`config.mk`:
```
export PLATFORM = sky130hd
export DESIGN_NAME = mci_wdt_top
export DESIGN_NICKNAME = d
export VERILOG_FILES = /design/src/mci_wdt_pkg.sv /design/src/mci_wdt_ctrl_if.sv /design/src/mci_err_ctrl_if.sv /design/src/mci_wdt_counter.sv /design/src/mci_wdt.sv /design/src/mci_error_agg.sv /design/src/mci_reg_bank.sv /design/src/mci_wdt_top.sv
export SDC_FILE = /design/constraint.sdc
export NUM_CORES = 1
export LEC_CHECK = 0
export ABC_AREA = 1
export BUFFER_PORTS_ARGS = -buffer_cell sky130_fd_sc_hd__buf_2
export CAP_MARGIN = 25
export CORE_ASPECT_RATIO = 1.1
export CORE_MARGIN = 5
export CORE_UTILIZATION = 31
export DETAILED_ROUTE_END_ITERATION = 6
export MAX_ROUTING_LAYER = met4
export PLACE_DENSITY = 0.48
export SLEW_MARGIN = 20
export SYNTH_ARGS = -nofsm -noshare
export SYNTH_HDL_FRONTEND = slang
export SYNTH_SLANG_ARGS = --single-unit
export TNS_END_PERCENT = 10
```
`constraint.sdc`:
```
create_clock -name clk -period 2 [get_ports clk]
set_input_delay 0.1 -clock clk [delete_from_list [all_inputs] [get_ports clk]]
set_output_delay 0.1 -clock clk [all_outputs]
set_load 0.005 [all_outputs]
```
`src/mci_wdt_pkg.sv`:
```
// Register map, widths and shared types for the watchdog and error block, used by every RTL file
`default_nettype none

package mci_wdt_pkg;

    ////////////////////
    // Widths
    ////////////////////

    localparam int REG_ADDR_WIDTH    = 5;
    localparam int REG_DATA_WIDTH    = 32;
    localparam int WDT_PERIOD_DWORDS = 2;
    localparam int WDT_PERIOD_WIDTH  = WDT_PERIOD_DWORDS * REG_DATA_WIDTH;

    typedef logic [REG_ADDR_WIDTH-1:0]   reg_addr_t;
    typedef logic [REG_DATA_WIDTH-1:0]   reg_data_t;
    typedef logic [WDT_PERIOD_WIDTH-1:0] wdt_period_t;

    ////////////////////
    // Word addresses
    ////////////////////

    // Timer 1
    localparam reg_addr_t ADDR_T1_EN        = 5'd0;
    localparam reg_addr_t ADDR_T1_CTRL      = 5'd1;
    localparam reg_addr_t ADDR_T1_PERIOD_LO = 5'd2;
    localparam reg_addr_t ADDR_T1_PERIOD_HI = 5'd3;

    // Timer 2
    localparam reg_addr_t ADDR_T2_EN        = 5'd4;
    localparam reg_addr_t ADDR_T2_CTRL      = 5'd5;
    localparam reg_addr_t ADDR_T2_PERIOD_LO = 5'd6;
    localparam reg_addr_t ADDR_T2_PERIOD_HI = 5'd7;

    // Bit 0 is timer 1, bit 1 is timer 2, W1C services the timer
    localparam reg_addr_t ADDR_WDT_STATUS = 5'd8;

    // Error aggregation
    localparam reg_addr_t ADDR_ERR_FATAL_MASK     = 5'd9;
    localparam reg_addr_t ADDR_ERR_NON_FATAL_MASK = 5'd10;
    localparam reg_addr_t ADDR_ERR_FATAL_STS      = 5'd11;
    localparam reg_addr_t ADDR_ERR_NON_FATAL_STS  = 5'd12;

    // Interrupts
    localparam reg_addr_t ADDR_INTR_EN    = 5'd13;
    localparam reg_addr_t ADDR_NMI_VECTOR = 5'd14;

endpackage

`default_nettype wire

```
`src/mci_wdt_ctrl_if.sv`:
```
// Watchdog controls and timeout status passed between the register bank and the watchdog
`default_nettype none
`timescale 1ns/10ps

interface mci_wdt_ctrl_if;

    // Levels from the register bank
    logic                     t1_en;
    logic                     t2_en;
    mci_wdt_pkg::wdt_period_t t1_period;
    mci_wdt_pkg::wdt_period_t t2_period;

    // Single cycle pulses
    logic t1_restart;
    logic t2_restart;
    logic t1_serviced;
    logic t2_serviced;

    // Sticky timeouts back from the watchdog
    logic t1_timeout;
    logic t2_timeout;

    modport regs (
        output t1_en, t2_en, t1_period, t2_period,
        output t1_restart, t2_restart, t1_serviced, t2_serviced,
        input  t1_timeout, t2_timeout
    );

    modport wdt (
        input  t1_en, t2_en, t1_period, t2_period,
        input  t1_restart, t2_restart, t1_serviced, t2_serviced,
        output t1_timeout, t2_timeout
    );

endinterface

`default_nettype wire

```
`src/mci_err_ctrl_if.sv`:
```
// Error masks, W1C clears, interrupt enables and sticky status between register bank and aggregator
`default_nettype none
`timescale 1ns/10ps

interface mci_err_ctrl_if #(
    parameter int AGG_ERR_WIDTH = 32
);

    // Levels from the register bank
    logic [AGG_ERR_WIDTH-1:0] fatal_mask;
    logic [AGG_ERR_WIDTH-1:0] non_fatal_mask;
    logic [1:0]               intr_en;

    // Bit vectors valid for one cycle after a W1C write
    logic [AGG_ERR_WIDTH-1:0] fatal_clr;
    logic [AGG_ERR_WIDTH-1:0] non_fatal_clr;

    // Sticky status from the aggregator
    logic [AGG_ERR_WIDTH-1:0] fatal_sts;
    logic [AGG_ERR_WIDTH-1:0] non_fatal_sts;

    modport regs (
        output fatal_mask, non_fatal_mask, intr_en,
        output fatal_clr, non_fatal_clr,
        input  fatal_sts, non_fatal_sts
    );

    modport agg (
        input  fatal_mask, non_fatal_mask, intr_en,
        input  fatal_clr, non_fatal_clr,
        output fatal_sts, non_fatal_sts
    );

endinterface

`default_nettype wire

```
`src/mci_wdt_counter.sv`:
```
// Single watchdog period counter with a sticky timeout flag, instantiated once per timer
`default_nettype none
`timescale 1ns/10ps

module mci_wdt_counter #(
    parameter int CNT_WIDTH = 64
) (
    input  wire logic                 clk,
    input  wire logic                 arst_n_i,
    input  wire logic                 run_i,
    input  wire logic                 restart_i,
    input  wire logic                 serviced_i,
    input  wire logic [CNT_WIDTH-1:0] period_i,
    output logic                      timeout_o
);

    logic [CNT_WIDTH-1:0] count_q;
    logic                 timeout_q;
    logic                 cnt_clr;
    logic                 cnt_hit;

    assign cnt_clr = !run_i || restart_i || serviced_i;
    assign cnt_hit = (count_q == period_i);

    always_ff @(posedge clk or negedge arst_n_i) begin
        if (!arst_n_i) begin
            count_q <= '0;
        end else if (cnt_clr) begin
            count_q <= '0;
        end else if (!timeout_q && !cnt_hit) begin
            count_q <= count_q + 1'b1;
        end
    end

    // Sticky until serviced, a stop or a restart leaves it set
    always_ff @(posedge clk or negedge arst_n_i) begin
        if (!arst_n_i) begin
            timeout_q <= 1'b0;
        end else if (serviced_i) begin
            timeout_q <= 1'b0;
        end else if (!cnt_clr && cnt_hit) begin
            timeout_q <= 1'b1;
        end
    end

    assign timeout_o = timeout_q;

endmodule

`default_nettype wire

```
`src/mci_wdt.sv`:
```
// Two stage watchdog, timer 2 runs on its own enable or in cascade after a timer 1 timeout
`default_nettype none
`timescale 1ns/10ps

module mci_wdt (
    input  wire logic   clk,
    input  wire logic   arst_n_i,
    mci_wdt_ctrl_if.wdt wdt_ctrl
);

    logic t1_run;
    logic t2_run;

    // Timer 1 counts whenever enabled
    assign t1_run = wdt_ctrl.t1_en;

    // Cascade mode when timer 2 is left disabled
    assign t2_run = wdt_ctrl.t2_en || wdt_ctrl.t1_timeout;

    mci_wdt_counter #(
        .CNT_WIDTH (mci_wdt_pkg::WDT_PERIOD_WIDTH)
    ) u_timer1 (
        .clk        (clk),
        .arst_n_i   (arst_n_i),
        .run_i      (t1_run),
        .restart_i  (wdt_ctrl.t1_restart),
        .serviced_i (wdt_ctrl.t1_serviced),
        .period_i   (wdt_ctrl.t1_period),
        .timeout_o  (wdt_ctrl.t1_timeout)
    );

    mci_wdt_counter #(
        .CNT_WIDTH (mci_wdt_pkg::WDT_PERIOD_WIDTH)
    ) u_timer2 (
        .clk        (clk),
        .arst_n_i   (arst_n_i),
        .run_i      (t2_run),
        .restart_i  (wdt_ctrl.t2_restart),
        .serviced_i (wdt_ctrl.t2_serviced),
        .period_i   (wdt_ctrl.t2_period),
        .timeout_o  (wdt_ctrl.t2_timeout)
    );

endmodule

`default_nettype wire

```
`src/mci_error_agg.sv`:
```
// Sticky error capture with masking, drives the registered error outputs and watchdog interrupt
`default_nettype none
`timescale 1ns/10ps

module mci_error_agg #(
    parameter int AGG_ERR_WIDTH = 32
) (
    input  wire logic                     clk,
    input  wire logic                     arst_n_i,
    input  wire logic [AGG_ERR_WIDTH-1:0] agg_error_fatal_i,
    input  wire logic [AGG_ERR_WIDTH-1:0] agg_error_non_fatal_i,
    input  wire logic                     t1_timeout_i,
    input  wire logic                     t2_timeout_i,
    output logic                          mci_intr_o,
    output logic                          all_error_fatal_o,
    output logic                          all_error_non_fatal_o,
    mci_err_ctrl_if.agg                   err_ctrl
);

    logic [AGG_ERR_WIDTH-1:0] fatal_sts_q;
    logic [AGG_ERR_WIDTH-1:0] non_fatal_sts_q;

    ////////////////////
    // Sticky status
    ////////////////////

    // A new error on the same edge wins over the clear
    always_ff @(posedge clk or negedge arst_n_i) begin
        if (!arst_n_i) begin
            fatal_sts_q     <= '0;
            non_fatal_sts_q <= '0;
        end else begin
            fatal_sts_q     <= (fatal_sts_q & ~err_ctrl.fatal_clr) | agg_error_fatal_i;
            non_fatal_sts_q <= (non_fatal_sts_q & ~err_ctrl.non_fatal_clr)
                               | agg_error_non_fatal_i;
        end
    end

    assign err_ctrl.fatal_sts     = fatal_sts_q;
    assign err_ctrl.non_fatal_sts = non_fatal_sts_q;

    ////////////////////
    // Outputs
    ////////////////////

    always_ff @(posedge clk or negedge arst_n_i) begin
        if (!arst_n_i) begin
            all_error_fatal_o     <= 1'b0;
            all_error_non_fatal_o <= 1'b0;
            mci_intr_o            <= 1'b0;
        end else begin
            all_error_fatal_o     <= |(fatal_sts_q & ~err_ctrl.fatal_mask);
            all_error_non_fatal_o <= |(non_fatal_sts_q & ~err_ctrl.non_fatal_mask);
            // Enable bit 0 gates timer 1, bit 1 gates timer 2
            mci_intr_o            <= |({t2_timeout_i, t1_timeout_i} & err_ctrl.intr_en);
        end
    end

endmodule

`default_nettype wire

```
`src/mci_reg_bank.sv`:
```
// Register bus decoder and control register file that drives the watchdog and error interfaces
`default_nettype none
`timescale 1ns/10ps

module mci_reg_bank #(
    parameter int AGG_ERR_WIDTH = 32
) (
    input  wire logic                   clk,
    input  wire logic                   arst_n_i,

    // Register bus
    input  wire logic                   reg_wr_en_i,
    input  wire logic                   reg_rd_en_i,
    input  wire mci_wdt_pkg::reg_addr_t reg_addr_i,
    input  wire mci_wdt_pkg::reg_data_t reg_wdata_i,
    output mci_wdt_pkg::reg_data_t      reg_rdata_o,

    output mci_wdt_pkg::reg_data_t      mcu_nmi_vector_o,

    mci_wdt_ctrl_if.regs                wdt_ctrl,
    mci_err_ctrl_if.regs                err_ctrl
);

    localparam int DW = mci_wdt_pkg::REG_DATA_WIDTH;
    localparam int ND = mci_wdt_pkg::WDT_PERIOD_DWORDS;

    // Control storage
    logic                     t1_en_q;
    logic                     t2_en_q;
    logic [ND-1:0][DW-1:0]    t1_period_q;
    logic [ND-1:0][DW-1:0]    t2_period_q;
    logic [AGG_ERR_WIDTH-1:0] fatal_mask_q;
    logic [AGG_ERR_WIDTH-1:0] non_fatal_mask_q;
    logic [1:0]               intr_en_q;
    mci_wdt_pkg::reg_data_t   nmi_vector_q;

    // Write side pulses
    logic                     t1_restart_q;
    logic                     t2_restart_q;
    logic                     t1_serviced_q;
    logic                     t2_serviced_q;
    logic [AGG_ERR_WIDTH-1:0] fatal_clr_q;
    logic [AGG_ERR_WIDTH-1:0] non_fatal_clr_q;

    mci_wdt_pkg::reg_data_t   rd_data;
    mci_wdt_pkg::reg_data_t   rdata_q;

    ////////////////////
    // Write decode
    ////////////////////

    always_ff @(posedge clk or negedge arst_n_i) begin
        if (!arst_n_i) begin
            t1_en_q          <= 1'b0;
            t2_en_q          <= 1'b0;
            t1_period_q      <= '0;
            t2_period_q      <= '0;
            fatal_mask_q     <= '0;
            non_fatal_mask_q <= '0;
            intr_en_q        <= '0;
            nmi_vector_q     <= '0;
            t1_restart_q     <= 1'b0;
            t2_restart_q     <= 1'b0;
            t1_serviced_q    <= 1'b0;
            t2_serviced_q    <= 1'b0;
            fatal_clr_q      <= '0;
            non_fatal_clr_q  <= '0;
        end else begin
            // Pulses last a single cycle unless rewritten below
            t1_restart_q    <= 1'b0;
            t2_restart_q    <= 1'b0;
            t1_serviced_q   <= 1'b0;
            t2_serviced_q   <= 1'b0;
            fatal_clr_q     <= '0;
            non_fatal_clr_q <= '0;
            if (reg_wr_en_i) begin
                case (reg_addr_i)
                    mci_wdt_pkg::ADDR_T1_EN:              t1_en_q <= reg_wdata_i[0];
                    mci_wdt_pkg::ADDR_T1_CTRL:            t1_restart_q <= reg_wdata_i[0];
                    mci_wdt_pkg::ADDR_T1_PERIOD_LO:       t1_period_q[0] <= reg_wdata_i;
                    mci_wdt_pkg::ADDR_T1_PERIOD_HI:       t1_period_q[1] <= reg_wdata_i;
                    mci_wdt_pkg::ADDR_T2_EN:              t2_en_q <= reg_wdata_i[0];
                    mci_wdt_pkg::ADDR_T2_CTRL:            t2_restart_q <= reg_wdata_i[0];
                    mci_wdt_pkg::ADDR_T2_PERIOD_LO:       t2_period_q[0] <= reg_wdata_i;
                    mci_wdt_pkg::ADDR_T2_PERIOD_HI:       t2_period_q[1] <= reg_wdata_i;
                    mci_wdt_pkg::ADDR_WDT_STATUS: begin
                        t1_serviced_q <= reg_wdata_i[0];
                        t2_serviced_q <= reg_wdata_i[1];
                    end
                    mci_wdt_pkg::ADDR_ERR_FATAL_MASK: begin
                        fatal_mask_q <= reg_wdata_i[AGG_ERR_WIDTH-1:0];
                    end
                    mci_wdt_pkg::ADDR_ERR_NON_FATAL_MASK: begin
                        non_fatal_mask_q <= reg_wdata_i[AGG_ERR_WIDTH-1:0];
                    end
                    mci_wdt_pkg::ADDR_ERR_FATAL_STS: begin
                        fatal_clr_q <= reg_wdata_i[AGG_ERR_WIDTH-1:0];
                    end
                    mci_wdt_pkg::ADDR_ERR_NON_FATAL_STS: begin
                        non_fatal_clr_q <= reg_wdata_i[AGG_ERR_WIDTH-1:0];
                    end
                    mci_wdt_pkg::ADDR_INTR_EN:            intr_en_q <= reg_wdata_i[1:0];
                    mci_wdt_pkg::ADDR_NMI_VECTOR:         nmi_vector_q <= reg_wdata_i;
                    default: ;
                endcase
            end
        end
    end

    ////////////////////
    // Read mux
    ////////////////////

    // Control words read as zero, as do unmapped addresses
    always_comb begin
        rd_data = '0;
        case (reg_addr_i)
            mci_wdt_pkg::ADDR_T1_EN:              rd_data[0] = t1_en_q;
            mci_wdt_pkg::ADDR_T1_PERIOD_LO:       rd_data = t1_period_q[0];
            mci_wdt_pkg::ADDR_T1_PERIOD_HI:       rd_data = t1_period_q[1];
            mci_wdt_pkg::ADDR_T2_EN:              rd_data[0] = t2_en_q;
            mci_wdt_pkg::ADDR_T2_PERIOD_LO:       rd_data = t2_period_q[0];
            mci_wdt_pkg::ADDR_T2_PERIOD_HI:       rd_data = t2_period_q[1];
            mci_wdt_pkg::ADDR_WDT_STATUS: begin
                rd_data[1:0] = {wdt_ctrl.t2_timeout, wdt_ctrl.t1_timeout};
            end
            mci_wdt_pkg::ADDR_ERR_FATAL_MASK:     rd_data = DW'(fatal_mask_q);
            mci_wdt_pkg::ADDR_ERR_NON_FATAL_MASK: rd_data = DW'(non_fatal_mask_q);
            mci_wdt_pkg::ADDR_ERR_FATAL_STS:      rd_data = DW'(err_ctrl.fatal_sts);
            mci_wdt_pkg::ADDR_ERR_NON_FATAL_STS:  rd_data = DW'(err_ctrl.non_fatal_sts);
            mci_wdt_pkg::ADDR_INTR_EN:            rd_data[1:0] = intr_en_q;
            mci_wdt_pkg::ADDR_NMI_VECTOR:         rd_data = nmi_vector_q;
            default: ;
        endcase
    end

    // Holds the last read word
    always_ff @(posedge clk or negedge arst_n_i) begin
        if (!arst_n_i) begin
            rdata_q <= '0;
        end else if (reg_rd_en_i) begin
            rdata_q <= rd_data;
        end
    end

    assign reg_rdata_o      = rdata_q;
    assign mcu_nmi_vector_o = nmi_vector_q;

    // Watchdog side
    assign wdt_ctrl.t1_en       = t1_en_q;
    assign wdt_ctrl.t2_en       = t2_en_q;
    assign wdt_ctrl.t1_period   = t1_period_q;
    assign wdt_ctrl.t2_period   = t2_period_q;
    assign wdt_ctrl.t1_restart  = t1_restart_q;
    assign wdt_ctrl.t2_restart  = t2_restart_q;
    assign wdt_ctrl.t1_serviced = t1_serviced_q;
    assign wdt_ctrl.t2_serviced = t2_serviced_q;

    // Error side
    assign err_ctrl.fatal_mask     = fatal_mask_q;
    assign err_ctrl.non_fatal_mask = non_fatal_mask_q;
    assign err_ctrl.intr_en        = intr_en_q;
    assign err_ctrl.fatal_clr      = fatal_clr_q;
    assign err_ctrl.non_fatal_clr  = non_fatal_clr_q;

endmodule

`default_nettype wire

```
`src/mci_wdt_top.sv`:
```
// Top level of the watchdog and error aggregation block, instantiate this in the system
`default_nettype none
`timescale 1ns/10ps

module mci_wdt_top #(
    parameter int AGG_ERR_WIDTH = 32
) (
    input  wire logic                     clk,
    input  wire logic                     arst_n_i,

    // Register bus
    input  wire logic                     reg_wr_en_i,
    input  wire logic                     reg_rd_en_i,
    input  wire mci_wdt_pkg::reg_addr_t   reg_addr_i,
    input  wire mci_wdt_pkg::reg_data_t   reg_wdata_i,
    output mci_wdt_pkg::reg_data_t        reg_rdata_o,

    // Subsystem error buses
    input  wire logic [AGG_ERR_WIDTH-1:0] agg_error_fatal_i,
    input  wire logic [AGG_ERR_WIDTH-1:0] agg_error_non_fatal_i,

    // Interrupts and errors
    output logic                          nmi_intr_o,
    output mci_wdt_pkg::reg_data_t        mcu_nmi_vector_o,
    output logic                          mci_intr_o,
    output logic                          all_error_fatal_o,
    output logic                          all_error_non_fatal_o
);

    logic t1_timeout;
    logic t2_timeout;

    mci_wdt_ctrl_if wdt_ctrl ();

    mci_err_ctrl_if #(
        .AGG_ERR_WIDTH (AGG_ERR_WIDTH)
    ) err_ctrl ();

    assign t1_timeout = wdt_ctrl.t1_timeout;
    assign t2_timeout = wdt_ctrl.t2_timeout;

    // Timer 2 expiry is the NMI
    assign nmi_intr_o = t2_timeout;

    mci_reg_bank #(
        .AGG_ERR_WIDTH (AGG_ERR_WIDTH)
    ) u_reg_bank (
        .clk              (clk),
        .arst_n_i         (arst_n_i),
        .reg_wr_en_i      (reg_wr_en_i),
        .reg_rd_en_i      (reg_rd_en_i),
        .reg_addr_i       (reg_addr_i),
        .reg_wdata_i      (reg_wdata_i),
        .reg_rdata_o      (reg_rdata_o),
        .mcu_nmi_vector_o (mcu_nmi_vector_o),
        .wdt_ctrl         (wdt_ctrl.regs),
        .err_ctrl         (err_ctrl.regs)
    );

    mci_wdt u_wdt (
        .clk      (clk),
        .arst_n_i (arst_n_i),
        .wdt_ctrl (wdt_ctrl.wdt)
    );

    mci_error_agg #(
        .AGG_ERR_WIDTH (AGG_ERR_WIDTH)
    ) u_error_agg (
        .clk                   (clk),
        .arst_n_i              (arst_n_i),
        .agg_error_fatal_i     (agg_error_fatal_i),
        .agg_error_non_fatal_i (agg_error_non_fatal_i),
        .t1_timeout_i          (t1_timeout),
        .t2_timeout_i          (t2_timeout),
        .mci_intr_o            (mci_intr_o),
        .all_error_fatal_o     (all_error_fatal_o),
        .all_error_non_fatal_o (all_error_non_fatal_o),
        .err_ctrl              (err_ctrl.agg)
    );

endmodule

`default_nettype wire

```
Word level (Yosys, flattened, before mapping)

Index checks and enable logic that the tools add are counted.

Bits in registers: 525
Input port bits: 105
Output and inout bits: 68
Word-level logic and storage cells: 113

Add/sub/neg operators: 2
Equal/unequal tests: 16
Mux-type cells: 23
Bitwise gates (word level): 11
Reduce and logical (&&, ||, !) cells: 35

Operator list:

| operator                                                        | count |
|---|---|
| 30-bit one-hot mux with 9 select lines                          | 1 |
| 64-bit 2-to-1 mux                                               | 4 |
| 64-bit by 1-bit adder with 64-bit output, second input constant | 2 |
| 32-bit AND                                                      | 4 |
| 64-bit == test                                                  | 2 |
| 32-bit 2-to-1 mux                                               | 4 |
| 32-bit inverter                                                 | 4 |
| 32-bit bitwise OR                                               | 2 |
| 32-bit OR reduction                                             | 2 |
| 5-bit by 4-bit == test with 1-bit output, second input constant | 7 |
| 5-bit by 3-bit == test with 1-bit output, second input constant | 4 |
| 2-bit AND reduction                                             | 10 |
| 1-bit one-hot mux with 13 select lines                          | 1 |
| 1-bit 2-to-1 mux                                                | 12 |
| 1-bit one-hot mux with 11 select lines                          | 1 |
| 5-bit by 2-bit == test with 1-bit output, second input constant | 2 |
| 1-bit logical NOT                                               | 8 |
| 2-bit nonzero test                                              | 4 |
| 5-bit by 1-bit == test with 1-bit output, second input constant | 1 |
| 5-bit logical NOT                                               | 1 |
| 1-bit logical OR                                                | 5 |
| 1-bit logical AND                                               | 4 |
| 2-bit AND                                                       | 1 |
| 2-bit OR reduction                                              | 1 |

Depth between registers and ports, before layout

Depth in word-level cells: 8
Gate-level depth with buffers: 14
Depth with buffers taken out: 12

By module

From an unflattened synthesis, not the netlist that was laid out.

Cell total of the unflattened synthesis: 4453
Area, all modules: 29746.0 µm²

Modules (own cells, without submodules):

| module          | instances | cells each | area each (µm²) | seq. area each (µm²) |
|---|---|---|---|---|
| mci_reg_bank    | 1         | 1630       | 13883.3         | 8207.9 |
| mci_wdt_counter | 2         | 1223       | 6384.9          | 1626.6 |
| mci_error_agg   | 1         | 374        | 3081.7          | 1676.6 |
| mci_wdt         | 1         | 3          | 11.3            | 0.0 |

Worst setup path before layout

Ideal clock, no wire load.

Kind: reg-to-reg
Start: reg u_wdt.u_timer1.count_q[0]
End: reg u_wdt.u_timer1.count_q[52]
Setup time: 117 ps
Arrival: 1639 ps
Required time: 1883 ps
Slack: 244 ps
Stages on the path, launching flop included: 12
Path buffers: 1
Period minus slack after synthesis: 1756 ps
Cell sequence: dfrtp_1 -> ha_1 -> nand2_1 -> nor2_1 -> nand2_1 -> nor2_1 -> buf_4 -> nand3_1 -> nor3_1 -> nor2_1 -> nand3_1 -> nand2_1

Longest elaborated chain between the ends: 4
Elaborated cells between the ends (all ways): 7
Those cells by class: 1 x add/sub; 1 x eq/ne; 2 x mux; 3 x reduce/logical

RTL lines:

| item                                                                                             | line                  | RTL |
|---|---|---|
| start, declared                                                                                  | mci_wdt_counter.sv:17 | `logic [CNT_WIDTH-1:0] count_q;` |
| start signal, assigned                                                                           | mci_wdt_counter.sv:31 | `count_q <= count_q + 1'b1;` |
| parallel branches: the longest is 4 deep, another holds 64-bit by 1-bit adder with 64-bit output | --                    |  |

Several ways; the timed one is not identified. The select of a mux whose other input is x is not followed.
A chain may end at the register's enable or synchronous reset.

Worst setup path after layout

Start: reg u_reg_bank.t2_serviced_q (netlist: u_reg_bank.wdt_ctrl.t2_serviced)
End: reg u_wdt.u_timer2.count_q[30]

Longest elaborated chain between the ends: 2
Elaborated cells between the ends (all ways): 3
Those cells by class: 1 x mux; 2 x reduce/logical

RTL lines:

| item                                                    | line                  | RTL |
|---|---|---|
| start, declared                                         | mci_reg_bank.sv:41    | `logic t2_serviced_q;` |
| start signal, assigned                                  | mci_reg_bank.sv:88    | `t2_serviced_q <= reg_wdata_i[1];` |
| 1-bit logical OR *                                      | mci_wdt_counter.sv:22 | `assign cnt_clr = !run_i \|\| restart_i \|\| serviced_i;` |
| 64-bit 2-to-1 mux or 2-bit nonzero test (tied branches) | --                    |  |
| end signal, assigned                                    | mci_wdt_counter.sv:31 |  |
| end, declared                                           | mci_wdt_counter.sv:17 |  |

Every way passes the cells marked *; elsewhere a longest branch is shown, timed or not.

==> results.json <==
{
  "clkLatencyLatePin_ps": 680,
  "r2r_start": "u_reg_bank.wdt_ctrl.t2_serviced$_DFF_PN0_",
  "die_height_um": 325.4,
  "dr.first_iter.drc_count": 2910,
  "dr_total_vias": 28882,
  "synth_largest_area_cell": "dfrtp_1",
  "fillers": 9234,
  "htreeDepth": 2,
  "slew_headroom": 0.4483,
  "endpoint_kind": "register",
  "clock.fmax_mhz": 492.4,
  "synthTopCellsByCount": "nand2_1, dfrtp_1, nor2_1",
  "cts_tree": "built",
  "io_pins": 173,
  "synth_edf_count": 0,
  "fin_worst_skew_ps": 59.47,
  "yosys.area.top_type_share": 0.4686,
  "wirelength_um": 128200,
  "grt_pass1_vias": 27217,
  "finalCritPeriodShare": 1.015,
  "drc_errors": 0,
  "yosys-top-cells-area": "dfrtp_1, nand2_1, nor2_1, o21ai_0, inv_1",
  "violations": "negative setup slack",
  "synth_seq_cells": 525,
  "worstMarginPinSlew_ps": 826.7,
  "critical_path_class": "reg -> reg",
  "synth.most_common_cell": "nand2_1",
  "syn_nets": 4048,
  "crit_arrival_ps": 2600,
  "syn_area_um2": 28030,
  "async_flop_share": 1.000,
  "cts_buffer_depth": 3,
  "portBuffers": 172,
  "track_usage": 0.2612,
  "status": "finished with violations",
  "drt_pass1_iterations": 5,
  "core-area_um2": 89640,
  "syn_to_final_growth_pct": 31.99,
  "drive_above_1_share": 0.1946,
  "rsz0062_at_grt": "yes",
  "min_path_type": "in -> reg",
  "die_area_um2": 96550,
  "antenna_found_initial": 6,
  "power.total_mw": 32.56,
  "finalCoreUtilization": 0.4128,
  "cp_max_fo": 9,
  "startpoint": "u_reg_bank.wdt_ctrl.t2_serviced$_DFF_PN0_",
  "nNetsFinal": 4642,
  "ys_seq_area_frac": 0.4686,
  "ir_drop_v": 0.0007424,
  "vias_per_cell": 5.018,
  "synth_cell_types": 39,
  "cts_buffers": 61,
  "synth_cells": 3941,
  "grt_pass1_wl_um": 183900,
  "die_w_um": 296.7,
  "final_antenna_net_count": 0,
  "rr_worst_depth": 10,
  "gp_congestion": 0.9515,
  "hold_viol": 0,
  "start_kind": "register",
  "overflow": 0,
  "wl_per_cell_um": 22.26,
  "synth_ff_type": "dfrtp_1",
  "initial_core_util": 0.3127,
  "slew_viol_final": 0,
  "yosysWarnings": 0,
  "required_ps": 2570,
  "r2r_slack_ps": -30,
  "r2r_end": "u_wdt.u_timer2.count_q[30]$_DFFE_PN0P_",
  "dp_hpwl_um": 96710,
  "powerDensity_nw_per_um2": 880.0,
  "clkSlewWorstSetupHoldPaths_ps": 60,
  "p_leak_nw": 17.95,
  "cp-endpoint": "u_wdt.u_timer2.count_q[30]$_DFFE_PN0P_",
  "root_buffer": "clkbuf_16",
  "clock-sinks": 525,
  "row_count": 115,
  "min_period_ps": 2031,
  "setup-violations-final": 26,
  "cap_violations": 0,
  "syn_avg_cell_area_um2": 7.113,
  "grt_max_degree": 92,
  "worst_slack_ps": -30.71
}
## cell families (layout without fill, tap and decap cells)
family / count (synthesis) / count (layout) / share of synthesized area
flip-flops: 525 / 525 / 0.4686
XOR/XNOR: 48 / 48 / 0.01500
adder cells (fa/ha/maj): 2 / 2 / 0.0008925
other: 0 / 2 / 0
AO/OA/AOI/OAI: 616 / 616 / 0.1199
buffers and inverters: 514 / 1157 / 0.07565
AND/OR/NAND/NOR: 2236 / 2236 / 0.3199
## worst max-delay path: stages, from the launching register on
cell       delay [ps]
dfrtp_1           440
nor3_4            280
nand3_1           130
nor2_1            100
nand2_1            50
nor2_1            230
nand3_4           180
nand2_8           190
clkbuf_16         200
nand2_1            50
nand2_1            60
## final cells by class
type | instances | area [µm²] | share of cell area
diodes | 2 | 5.005 | 0.0001353
repair buffers | 673 | 5542 | 0.1498
clock buffers | 87 | 1824 | 0.04930
multi-input cells | 2902 | 13160 | 0.3557
clock inverters | 25 | 386.6 | 0.01045
well taps | 1170 | 1464 | 0.03956
inverters | 372 | 1396 | 0.03774
flip-flops and latches | 525 | 13220 | 0.3573
## through the flow
stage / setup WS, ps / hold slack, ps / instances / setup TNS, ps / instance area, µm²
floorplan: 244.4 / -195.6 / 3941 / 0 / 28030
global placement: -158.7 / 22.43 / 5514 / -9650 / 32920
detailed placement: -142.4 / 14.82 / 5514 / -10330 / 32920
CTS: -7.025 / 4.743 / 5730 / -7.826 / 36260
global route: -112.7 / 53.26 / 5756 / -9345 / 37000
finish: -30.71 / 46.35 / 5756 / -310.0 / 37000
## how the worst min path moves through the flow
stage,from,to,depth (start not counted)
final,reg_wdata_i[7],u_reg_bank.wdt_ctrl.t2_period[7]$_DFFE_PN0P_,3
after global routing,reg_wdata_i[20],u_reg_bank.err_ctrl.non_fatal_clr[20]$_DFF_PN0_,3
after CTS,reg_wdata_i[20],u_reg_bank.mcu_nmi_vector_o[20]$_DFFE_PN0P_,3
after detailed placement,arst_n_i,u_wdt.u_timer2.count_q[4]$_DFFE_PN0P_,1
after global placement,arst_n_i,u_wdt.u_timer2.count_q[4]$_DFFE_PN0P_,1
after floorplan,arst_n_i,u_error_agg.all_error_fatal_o$_DFF_PN0_,0
## registers in the layout (all words and copies together), names as in the netlist, 64 cells and up
name / count
u_wdt.u_timer1.count_q: 64
u_wdt.u_timer2.count_q: 64
u_reg_bank.wdt_ctrl.t2_period: 64
u_reg_bank.wdt_ctrl.t1_period: 64
## layout by cell type (no fill, tap or decap), types with 94 or more instances in the layout
master,count
nand3_1,191
inv_1,361
dfrtp_1,458
dlygate4sd3_1,100
buf_4,350
nor2_1,422
a21oi_1,124
nand2_1,1361
buf_2,171
o21ai_0,345
nor3_1,94
## metal layers
layer,wire length [µm],GRT usage
met1,56490,0.3518
met2,57280,0.4005
met3,8239,0.03631
met4,6143,0.1043
met5,0,-
## repair_timing
action,CTS,global route
setup endpoints to repair,129,135
resized for setup,40,164
gates cloned,1,8
setup buffers,2,16
pin swaps,3,20
hold buffers,101,0
endpoints found under the hold margin,730,0
## power breakdown
group          internal, mW  switching, mW  total [mW]
sequential             11.7           1.21        12.9
clock                  7.26           5.03        12.3
combinational          2.83           4.57        7.40
total                  21.8           10.8        32.6
No activity file was read; power rests on OpenSTA's default activity.
